<file path="src/hw/io_board_pkg.sv">
// Shared Xbus widths, I/O board register map, ready bit indexes and device word types.
`default_nettype none

package io_board_pkg;

   typedef logic [21:0] addr_t;   // Xbus word address.
   typedef logic [31:0] data_t;   // Xbus data word.

   // Board window, 64 words from here.
   localparam addr_t IO_BASE = 22'o17772000;

   localparam addr_t KBD_LO_ADDR  = 22'o17772040;
   localparam addr_t KBD_HI_ADDR  = 22'o17772041;
   localparam addr_t MOUSE_Y_ADDR = 22'o17772042;
   localparam addr_t MOUSE_X_ADDR = 22'o17772043;
   localparam addr_t BEEP_ADDR    = 22'o17772044;   // Acks, reads zero.
   localparam addr_t KBD_CSR_ADDR = 22'o17772045;
   localparam addr_t USEC_LO_ADDR = 22'o17772050;
   localparam addr_t USEC_HI_ADDR = 22'o17772051;
   localparam addr_t HZ60_ADDR    = 22'o17772052;   // Read arms 60 Hz ready.

   // Index into the enable bits and into the ready bits.
   localparam int unsigned RDY_MOUSE = 0;
   localparam int unsigned RDY_KBD   = 1;
   localparam int unsigned RDY_CLK   = 2;
   localparam int unsigned RDY_W     = 3;

   // Mouse sample as delivered by the mouse decoder.
   typedef struct packed
   {
      logic        head;
      logic        middle;
      logic        tail;
      logic [11:0] y;
      logic [11:0] x;
      logic [1:0]  rawy;
      logic [1:0]  rawx;
   } mouse_state_t;

   typedef logic [31:0] key_scan_t;   // Keyboard scan word.

endpackage

`default_nettype wire

</file>
<file path="src/hw/event_latch.sv">
// Device sample register with an unread flag, generic over the payload type.
`timescale 1ns/1ps
`default_nettype none

module event_latch
#(
   parameter type payload_t = logic [31:0]
)
(
   input  logic     clk,
   input  logic     reset,
   input  logic     capture,
   input  payload_t data_in,
   input  logic     clear,
   output payload_t data_out,
   output logic     ready
);

   // Sample register.
   always_ff @(posedge clk)
   begin
      if (capture)
         data_out <= data_in;
   end

   // A sample arriving during a read must not be lost, so capture wins.
   always_ff @(posedge clk)
   begin
      if (reset)
         ready <= 1'b0;
      else if (capture)
         ready <= 1'b1;
      else if (clear)
         ready <= 1'b0;
   end

endmodule

`default_nettype wire

</file>
<file path="src/hw/io_board.sv">
// I/O board top level: Xbus slave, keyboard and mouse latches, microsecond and 60 Hz timers.
`timescale 1ns/1ps
`default_nettype none

module io_board
#(
   parameter int unsigned SYS_CLK_HZ   = 50000000,
   parameter int unsigned US_RATE_HZ   = 1000000,
   parameter int unsigned HZ60_RATE_HZ = 60
)
(
   input  logic                       clk,
   input  logic                       reset,
   input  logic                       req,
   input  logic                       write,
   input  io_board_pkg::addr_t        addr,
   input  io_board_pkg::data_t        datain,
   output io_board_pkg::data_t        dataout,
   output logic                       ack,
   output logic                       decode,
   output logic                       interrupt,
   input  logic                       key_strobe,
   input  io_board_pkg::key_scan_t    key_scan,
   input  logic                       mouse_strobe,
   input  io_board_pkg::mouse_state_t mouse_in
);

   localparam int unsigned US_DIV   = SYS_CLK_HZ / US_RATE_HZ;
   localparam int unsigned HZ60_DIV = SYS_CLK_HZ / HZ60_RATE_HZ;

   io_board_pkg::key_scan_t    kbd_data;
   io_board_pkg::mouse_state_t mouse_data;
   logic                       kbd_ready, kbd_clear;
   logic                       mouse_ready, mouse_clear;
   io_board_pkg::data_t        usec_count, hz60_count;
   logic                       hz60_tick;

   xbus_io xbus_io_inst
   (
      .clk, .reset, .req, .write, .addr, .datain, .dataout, .ack, .decode, .interrupt,
      .kbd_data, .kbd_ready, .kbd_clear,
      .mouse_data, .mouse_ready, .mouse_clear,
      .usec_count, .hz60_count, .hz60_tick
   );

   event_latch #(.payload_t(io_board_pkg::key_scan_t)) kbd_latch_inst
   (
      .clk, .reset, .capture(key_strobe), .data_in(key_scan), .clear(kbd_clear),
      .data_out(kbd_data), .ready(kbd_ready)
   );

   event_latch #(.payload_t(io_board_pkg::mouse_state_t)) mouse_latch_inst
   (
      .clk, .reset, .capture(mouse_strobe), .data_in(mouse_in), .clear(mouse_clear),
      .data_out(mouse_data), .ready(mouse_ready)
   );

   tick_timer #(.DIV(US_DIV)) usec_timer_inst
   (
      .clk, .reset, .count(usec_count), .tick()
   );

   tick_timer #(.DIV(HZ60_DIV)) hz60_timer_inst
   (
      .clk, .reset, .count(hz60_count), .tick(hz60_tick)
   );

endmodule

`default_nettype wire

</file>
<file path="src/hw/tick_timer.sv">
// Clock prescaler with a one-cycle tick and a 32-bit running tick count.
`timescale 1ns/1ps
`default_nettype none

module tick_timer
#(
   parameter int unsigned DIV = 12
)
(
   input  logic                clk,
   input  logic                reset,
   output io_board_pkg::data_t count,
   output logic                tick
);

   localparam int unsigned PW = (DIV > 1) ? $clog2(DIV) : 1;
   localparam logic [PW-1:0] LAST = PW'(DIV - 1);

   logic [PW-1:0] prescale;
   logic          wrap;

   assign wrap = (prescale == LAST);

   always_ff @(posedge clk)
   begin
      if (reset)
      begin
         prescale <= '0;
         count    <= '0;
         tick     <= 1'b0;
      end
      else
      begin
         tick <= wrap;                  // One pulse per period.
         if (wrap)
         begin
            prescale <= '0;
            count    <= count + 32'd1;
         end
         else
            prescale <= prescale + 1'b1;
      end
   end

endmodule

`default_nettype wire

</file>
<file path="src/hw/xbus_io.sv">
// Xbus slave for the I/O board: decode, delayed ack, read mux, CSR, 60 Hz arm, interrupt.
`timescale 1ns/1ps
`default_nettype none

module xbus_io
(
   input  logic                       clk,
   input  logic                       reset,
   input  logic                       req,
   input  logic                       write,
   input  io_board_pkg::addr_t        addr,
   input  io_board_pkg::data_t        datain,
   output io_board_pkg::data_t        dataout,
   output logic                       ack,
   output logic                       decode,
   output logic                       interrupt,
   input  io_board_pkg::key_scan_t    kbd_data,
   input  logic                       kbd_ready,
   output logic                       kbd_clear,
   input  io_board_pkg::mouse_state_t mouse_data,
   input  logic                       mouse_ready,
   output logic                       mouse_clear,
   input  io_board_pkg::data_t        usec_count,
   input  io_board_pkg::data_t        hz60_count,
   input  logic                       hz60_tick
);

   logic [1:0]                     ack_delay;
   logic                           bus_start;   // First cycle of a bus cycle.
   logic                           rd;
   logic [3:0]                     csr;
   logic                           hz60_armed;
   logic                           clk_ready;
   logic [io_board_pkg::RDY_W-1:0] rdy_vec;
   io_board_pkg::data_t            read_data;

   // Upper sixteen address bits select the board.
   assign decode    = req & ({addr[21:6], 6'b0} == io_board_pkg::IO_BASE);
   assign ack       = ack_delay[1];
   assign bus_start = decode & ~ack_delay[0];
   assign rd        = decode & ~write;

   always_comb
   begin
      rdy_vec                          = '0;
      rdy_vec[io_board_pkg::RDY_MOUSE] = mouse_ready;
      rdy_vec[io_board_pkg::RDY_KBD]   = kbd_ready;
      rdy_vec[io_board_pkg::RDY_CLK]   = clk_ready;
   end

   // Register read mux.
   always_comb
   begin
      case (addr)
         io_board_pkg::KBD_LO_ADDR:  read_data = {16'b0, kbd_data[15:0]};
         io_board_pkg::KBD_HI_ADDR:  read_data = {16'b0, kbd_data[31:16]};
         io_board_pkg::MOUSE_Y_ADDR:
            read_data = {17'b0, mouse_data.head, mouse_data.middle,
                         mouse_data.tail, mouse_data.y};
         io_board_pkg::MOUSE_X_ADDR:
            read_data = {16'b0, mouse_data.rawy, mouse_data.rawx, mouse_data.x};
         io_board_pkg::BEEP_ADDR:    read_data = '0;
         io_board_pkg::KBD_CSR_ADDR: read_data = {25'b0, rdy_vec, csr};
         io_board_pkg::USEC_LO_ADDR: read_data = {16'b0, usec_count[15:0]};
         io_board_pkg::USEC_HI_ADDR: read_data = {16'b0, usec_count[31:16]};
         io_board_pkg::HZ60_ADDR:    read_data = hz60_count;
         default:                    read_data = '0;   // Unmapped in window.
      endcase
   end

   // Ack trails decode by two edges.
   always_ff @(posedge clk)
   begin
      if (reset)
         ack_delay <= 2'b00;
      else
         ack_delay <= {ack_delay[0], decode};
   end

   always_ff @(posedge clk)
   begin
      if (reset)
         dataout <= '0;
      else if (decode)
         dataout <= read_data;   // Held once req drops.
   end

   // CSR write and 60 Hz arming repeat while req is held.
   always_ff @(posedge clk)
   begin
      if (reset)
      begin
         csr        <= 4'b0;
         hz60_armed <= 1'b0;
         clk_ready  <= 1'b0;
      end
      else
      begin
         if (decode && write && addr == io_board_pkg::KBD_CSR_ADDR)
            csr <= datain[3:0];
         if (rd && addr == io_board_pkg::HZ60_ADDR)
            hz60_armed <= 1'b1;
         if (hz60_tick && hz60_armed)
            clk_ready <= 1'b1;
         else if (bus_start && rd && addr == io_board_pkg::HZ60_ADDR)
            clk_ready <= 1'b0;
      end
   end

   // Ready clears fire once per bus cycle.
   always_ff @(posedge clk)
   begin
      if (reset)
      begin
         kbd_clear   <= 1'b0;
         mouse_clear <= 1'b0;
      end
      else
      begin
         kbd_clear   <= bus_start & rd & (addr == io_board_pkg::KBD_LO_ADDR ||
                                          addr == io_board_pkg::KBD_HI_ADDR);
         mouse_clear <= bus_start & rd & (addr == io_board_pkg::MOUSE_Y_ADDR);
      end
   end

   always_ff @(posedge clk)
   begin
      if (reset)
         interrupt <= 1'b0;
      else
         interrupt <= |(rdy_vec & csr[io_board_pkg::RDY_W-1:0]);
   end

endmodule

`default_nettype wire

</file>
<file path="config.mk">
export PLATFORM = sky130hd
export DESIGN_NAME = io_board
export DESIGN_NICKNAME = d
export VERILOG_FILES = /design/src/hw/io_board_pkg.sv /design/src/hw/event_latch.sv /design/src/hw/io_board.sv /design/src/hw/tick_timer.sv /design/src/hw/xbus_io.sv
export SDC_FILE = /design/constraint.sdc
export NUM_CORES = 1
export LEC_CHECK = 0
export ABC_AREA = 1
export BUFFER_PORTS_ARGS = -buffer_cell sky130_fd_sc_hd__buf_2
export CAP_MARGIN = 15
export CORE_ASPECT_RATIO = 0.5
export CORE_MARGIN = 1
export CORE_UTILIZATION = 62
export CTS_CLUSTER_DIAMETER = 60
export DETAILED_ROUTE_END_ITERATION = 8
export PLACE_DENSITY = 0.89
export SETUP_SLACK_MARGIN = 0.05
export SLEW_MARGIN = 20
export SYNTH_ARGS = -nofsm -noshare
export SYNTH_HDL_FRONTEND = slang
export SYNTH_HIERARCHICAL = 1
export SYNTH_SLANG_ARGS = --single-unit
</file>
<file path="constraint.sdc">
create_clock -name clk -period 2.9 [get_ports clk]
set_input_delay 0 -clock clk [delete_from_list [all_inputs] [get_ports clk]]
set_output_delay 0 -clock clk [all_outputs]
set_load 0.01 [all_outputs]
</file>
# [Word-level counts from Yosys, hierarchy flattened]
# Index checks and enable logic that the tools add are counted.
[op_classes] n_addsub=4 eq_ne=11 mux=7 n_bitwise=9 n_reduce_logical=13
[ops] op="$pmux W32 S8" count=1
[ops] op="$eq A22 B22 Y1 const B" count=8
[ops] op="$add A32 B1 Y32 const B" count=2
[ops] op="$add A20 B1 Y20 const B" count=1
[ops] op="$eq A20 B20 Y1 const B" count=1
[ops] op="$eq A16 B16 Y1 const B" count=1
[ops] op="$add A6 B1 Y6 const B" count=1
[ops] op="$and A1 B1 Y1" count=6
[ops] op="$eq A6 B6 Y1 const B" count=1
[ops] op="$logic_and A1 B1 Y1" count=6
[ops] op="$mux W1" count=6
[ops] op="$reduce_bool A2 Y1" count=3
[ops] op="$reduce_or A2 Y1" count=2
[ops] op="$and A3 B3 Y3" count=1
[ops] op="$reduce_or A3 Y1" count=1
[ops] op="$not A1 Y1" count=2
[ops] op="$logic_or A1 B1 Y1" count=1
[word_totals] reg_bits=199 in_bits=123 output_inout_bits=35 elab_cells=67

# [Depth between registers and ports, before layout]
[depth] word_depth=7 depth_mapped=12 depth_no_buf=11

# [Modules after synthesis]
# Netlist, hierarchy kept.
[by_module_without_submodules] mod="xbus_io" instances=1 cells_per_inst=531 area_per_inst_um2=3121.7 seq_area_each_um2=860.8
[by_module_without_submodules] mod="tick_timer (hz60_timer_inst)" instances=1 cells_per_inst=476 area_per_inst_um2=2957.8 seq_area_each_um2=1061.0
[by_module_without_submodules] mod="tick_timer (usec_timer_inst)" instances=1 cells_per_inst=324 area_per_inst_um2=2115.8 seq_area_each_um2=780.7
[by_module_without_submodules] mod="event_latch (kbd_latch_inst)" instances=1 cells_per_inst=37 area_per_inst_um2=1001.0 seq_area_each_um2=980.9
[by_module_without_submodules] mod="event_latch (mouse_latch_inst)" instances=1 cells_per_inst=36 area_per_inst_um2=970.9 seq_area_each_um2=950.9

# [Worst setup path before layout]
# Ideal clock, no wire load.
[synth_timing] path_kind="register -> register" from="reg hz60_timer_inst.count[0]" to="reg hz60_timer_inst.count[20]" setup_time_ps=128 arrival_time_ps=1393 t_required_ps=2772 path_slack_ps=1380 stages_incl_launch_ff=9 n_path_buf=0 synth_period_minus_slack_ps=1520 cell_sequence="dfxtp_1 > ha_1 > nand3_1 > nor2_2 > nand2_1 > nor2_2 > nand4_1 > nand2_1 > nor2_1"
[synth_between] elab_chain_len=1
[synth_rtl] item="from (decl)" line_no="tick_timer.sv:12" rtl="output io_board_pkg::data_t count,"
[synth_rtl] item="from (signal assigned)" line_no="tick_timer.sv:38" rtl="count <= count + 32'd1;"
[synth_rtl] item="$add A32 B1 Y32" line_no="tick_timer.sv:38"
# Every way passes these cells.
# A chain may end at the register's enable or synchronous reset.

# [Final worst setup path]
[layout_timing] from="reg hz60_timer_inst.count[0]" to="reg hz60_timer_inst.count[28]"
# The elaborated chain is that of the path after synthesis.

==> impl_metrics.toml <==
[outcome]
status = "finished with violations"
violations = "design-rule violations"

[critical_path]
worstRegToRegCells = 9
crit_buf_inv = 1
path_delay_family = "simple AND/OR/NAND/NOR gates"
crit_slowest_cell = "dfxtp_1"
critPathLaunch = "hz60_timer_inst/count[0]"
r2r-start = "hz60_timer_inst/count[0]"
path_depth = 9
critPathMaxStageDelay_ns = 0.42
path_cells = "ha_1, nand3_1, nor2_2, nand2_1, nor2_2, nand3_1, nand2_1, inv_1, nor2_1"
worstPathRequired_ns = 3.28
cp_max_fo = 8
worstPathArrival_ns = 2.33
endpoint_kind = "flip-flop"
ff2ff_setup_slack_ns = 0.95
crit_end = "hz60_timer_inst/count[28]"
setup.worst_path.class = "flip-flop to flip-flop"
worstReg2RegEnd = "hz60_timer_inst/count[28]"
start_kind = "flip-flop"

[global_route]
antenna_found_initial = 0
grt_max_degree = 57
grt_pass1_vias = 10400
grt.total_usage = 0.400
grt_pass1_wl_um = 52700
overflow = 0

[floorplan]
ios = 158
fp.dieW_um = 183
core_area_um2 = 15700
initial_core_util = 0.647
die_y_um = 92.5
row_count = 32
die_area_um2 = 16900

[cts]
htree_levels = 4
cts_tree = "done"
cts_max_path_buffers = 2
clkTransAtPathRegs_ns = 0.08
clock-sinks = 199
clk-insertion-delay-late_ns = 0.45
post_cts_resized = 0
root_buffer = "clkbuf_16"
cts_buffers = 17

[final_layout]
diodes = 0
post-route-util = 0.774
syn_to_final_growth_pct = 19.8
drive_gt1_frac = 0.150
layout.nets = 1716
fillers = 990

[logic_synthesis]
yosysWarningCount = 6
syn_area_per_cell_um2 = 7.23
synth_cells = 1403
synth_area_um2 = 10100
synthesis.nets = 1532

[timing]
max_freq_mhz = 514
min_period_ns = 1.95
setup_viol = 0
finClkSkew_ns = 0.0221
period_share = 0.671
rsz0062_at_grt = "no"
slew_headroom = 0.446
finalHoldViolations = 0
tightestPinTransition_ns = 0.832
setup_tns_ns = 0
whs_ns = 0.0183
drv_slew = 0

[drt]
ant_nets = 0
dr.pass1.iters = 9
via_per_inst = 6.00
routed_wl_um = 32900
via_count = 10900
wl_per_cell_um = 18.1
drcViolationCount = 19
drt-initial-drc-count = 1516

[pwr]
power.leakage_nw = 5.17
vdd_drop_max_mv = 0.442
power_w = 0.00574
powerDensity_nw_per_um2 = 472

[place]
portBuffers = 129
dp.final_hpwl_um = 18400
place.gp.congestion = 0.962

[hold_path]
hold_path_class = "input pin to flip-flop"

[flow_run]
maxCapViolations = 0
-- cell type report --
type                            count  area (um^2)  area share
Multi-Input combinational cell   1019         4760       0.392
Timing Repair Buffer              201         1350       0.111
Inverter                          149          559      0.0460
Tap cell                          221          277      0.0228
Clock buffer                       18          429      0.0353
Sequential cell                   199         4610       0.380
Clock inverter                     14          158      0.0130
-- stage by stage --
step / std cells / setup WS, ns / area [um^2]
4_1_cts: 1821 / 0.945 / 12200
3_3_place_gp: 1722 / 1.01 / 10900
6_report: 1821 / 0.954 / 12200
5_1_grt: 1821 / 0.774 / 12200
2_1_floorplan: 1403 / 1.38 / 10100
3_5_place_dp: 1722 / 0.958 / 10900
-- state kept, by name, summed over array words and instances (netlist names), 2 cells and up --
name                       count
hz60_timer_inst/count         32
hz60_timer_inst/prescale      20
kbd_latch_inst/data_out       32
mouse_latch_inst/data_out     31
usec_timer_inst/count         32
usec_timer_inst/prescale       6
xbus_io_inst/ack_delay         2
xbus_io_inst/csr               4
xbus_io_inst/dataout          32
-- cell usage in the layout (no fill, tap or decap), drive strengths merged --
cell type,count
nor4,1
nor2,277
edfxtp,63
nand3b,5
a31oi,3
xor2,7
ha,6
nor3,24
clkinv,6
xnor2,6
inv,155
and3,3
nand3,177
buf,134
o21bai,2
bufinv,1
a21oi,72
dlygate4sd3,67
clkinvlp,1
nand2,368
a21o,1
o21a,1
dfxtp,136
and2,1
nand4,27
or2,2
o21ai,33
clkbuf,18
nor3b,3
-- worst register-to-register path: cells and delay by family, from the launching register on --
kind                     cells  cell delay, ns
adder cells (fa/ha/maj)      1            0.23
buffers and inverters        1            0.04
flip-flops                   1            0.42
AND/OR/NAND/NOR              7            1.21
-- power breakdown --
part	total [W]	switching [W]	internal (W)
sequential	0.00300	0.0000403	0.00296
combinational	0.000301	0.000169	0.000133
clock	0.00244	0.00121	0.00123
total	0.00574	0.00142	0.00432
-- how the worst min path moves through the flow --
stage / startpoint / to / slack, ns / cells after the start
floorplan: reset / kbd_latch_inst/ready / 0.06 / 1
global placement: key_scan[29] / kbd_latch_inst/data_out[29] / 0.18 / 1
detailed placement: key_scan[26] / kbd_latch_inst/data_out[26] / 0.18 / 1
CTS: write / xbus_io_inst/hz60_armed / 0.005 / 4
global route: req / xbus_io_inst/csr[3] / 0.03 / 4
finish: write / xbus_io_inst/hz60_armed / 0.02 / 4
-- what timing repair did --
action,4_1_cts,5_1_grt
setup buffers,0,0
hold buffers,67,0
hold endpoints to repair,67,0
setup endpoints to repair,0,0
-- per-layer routing --
layer	vias to the layer above	global-route usage	part of all wire
met5	-	0	0
met4	0	0.208	0.057
met3	229	0.114	0.14
met2	904	0.663	0.45
met1	4893	0.477	0.36
li1	4904	-	-
No activity file was read; power rests on OpenSTA's default activity.
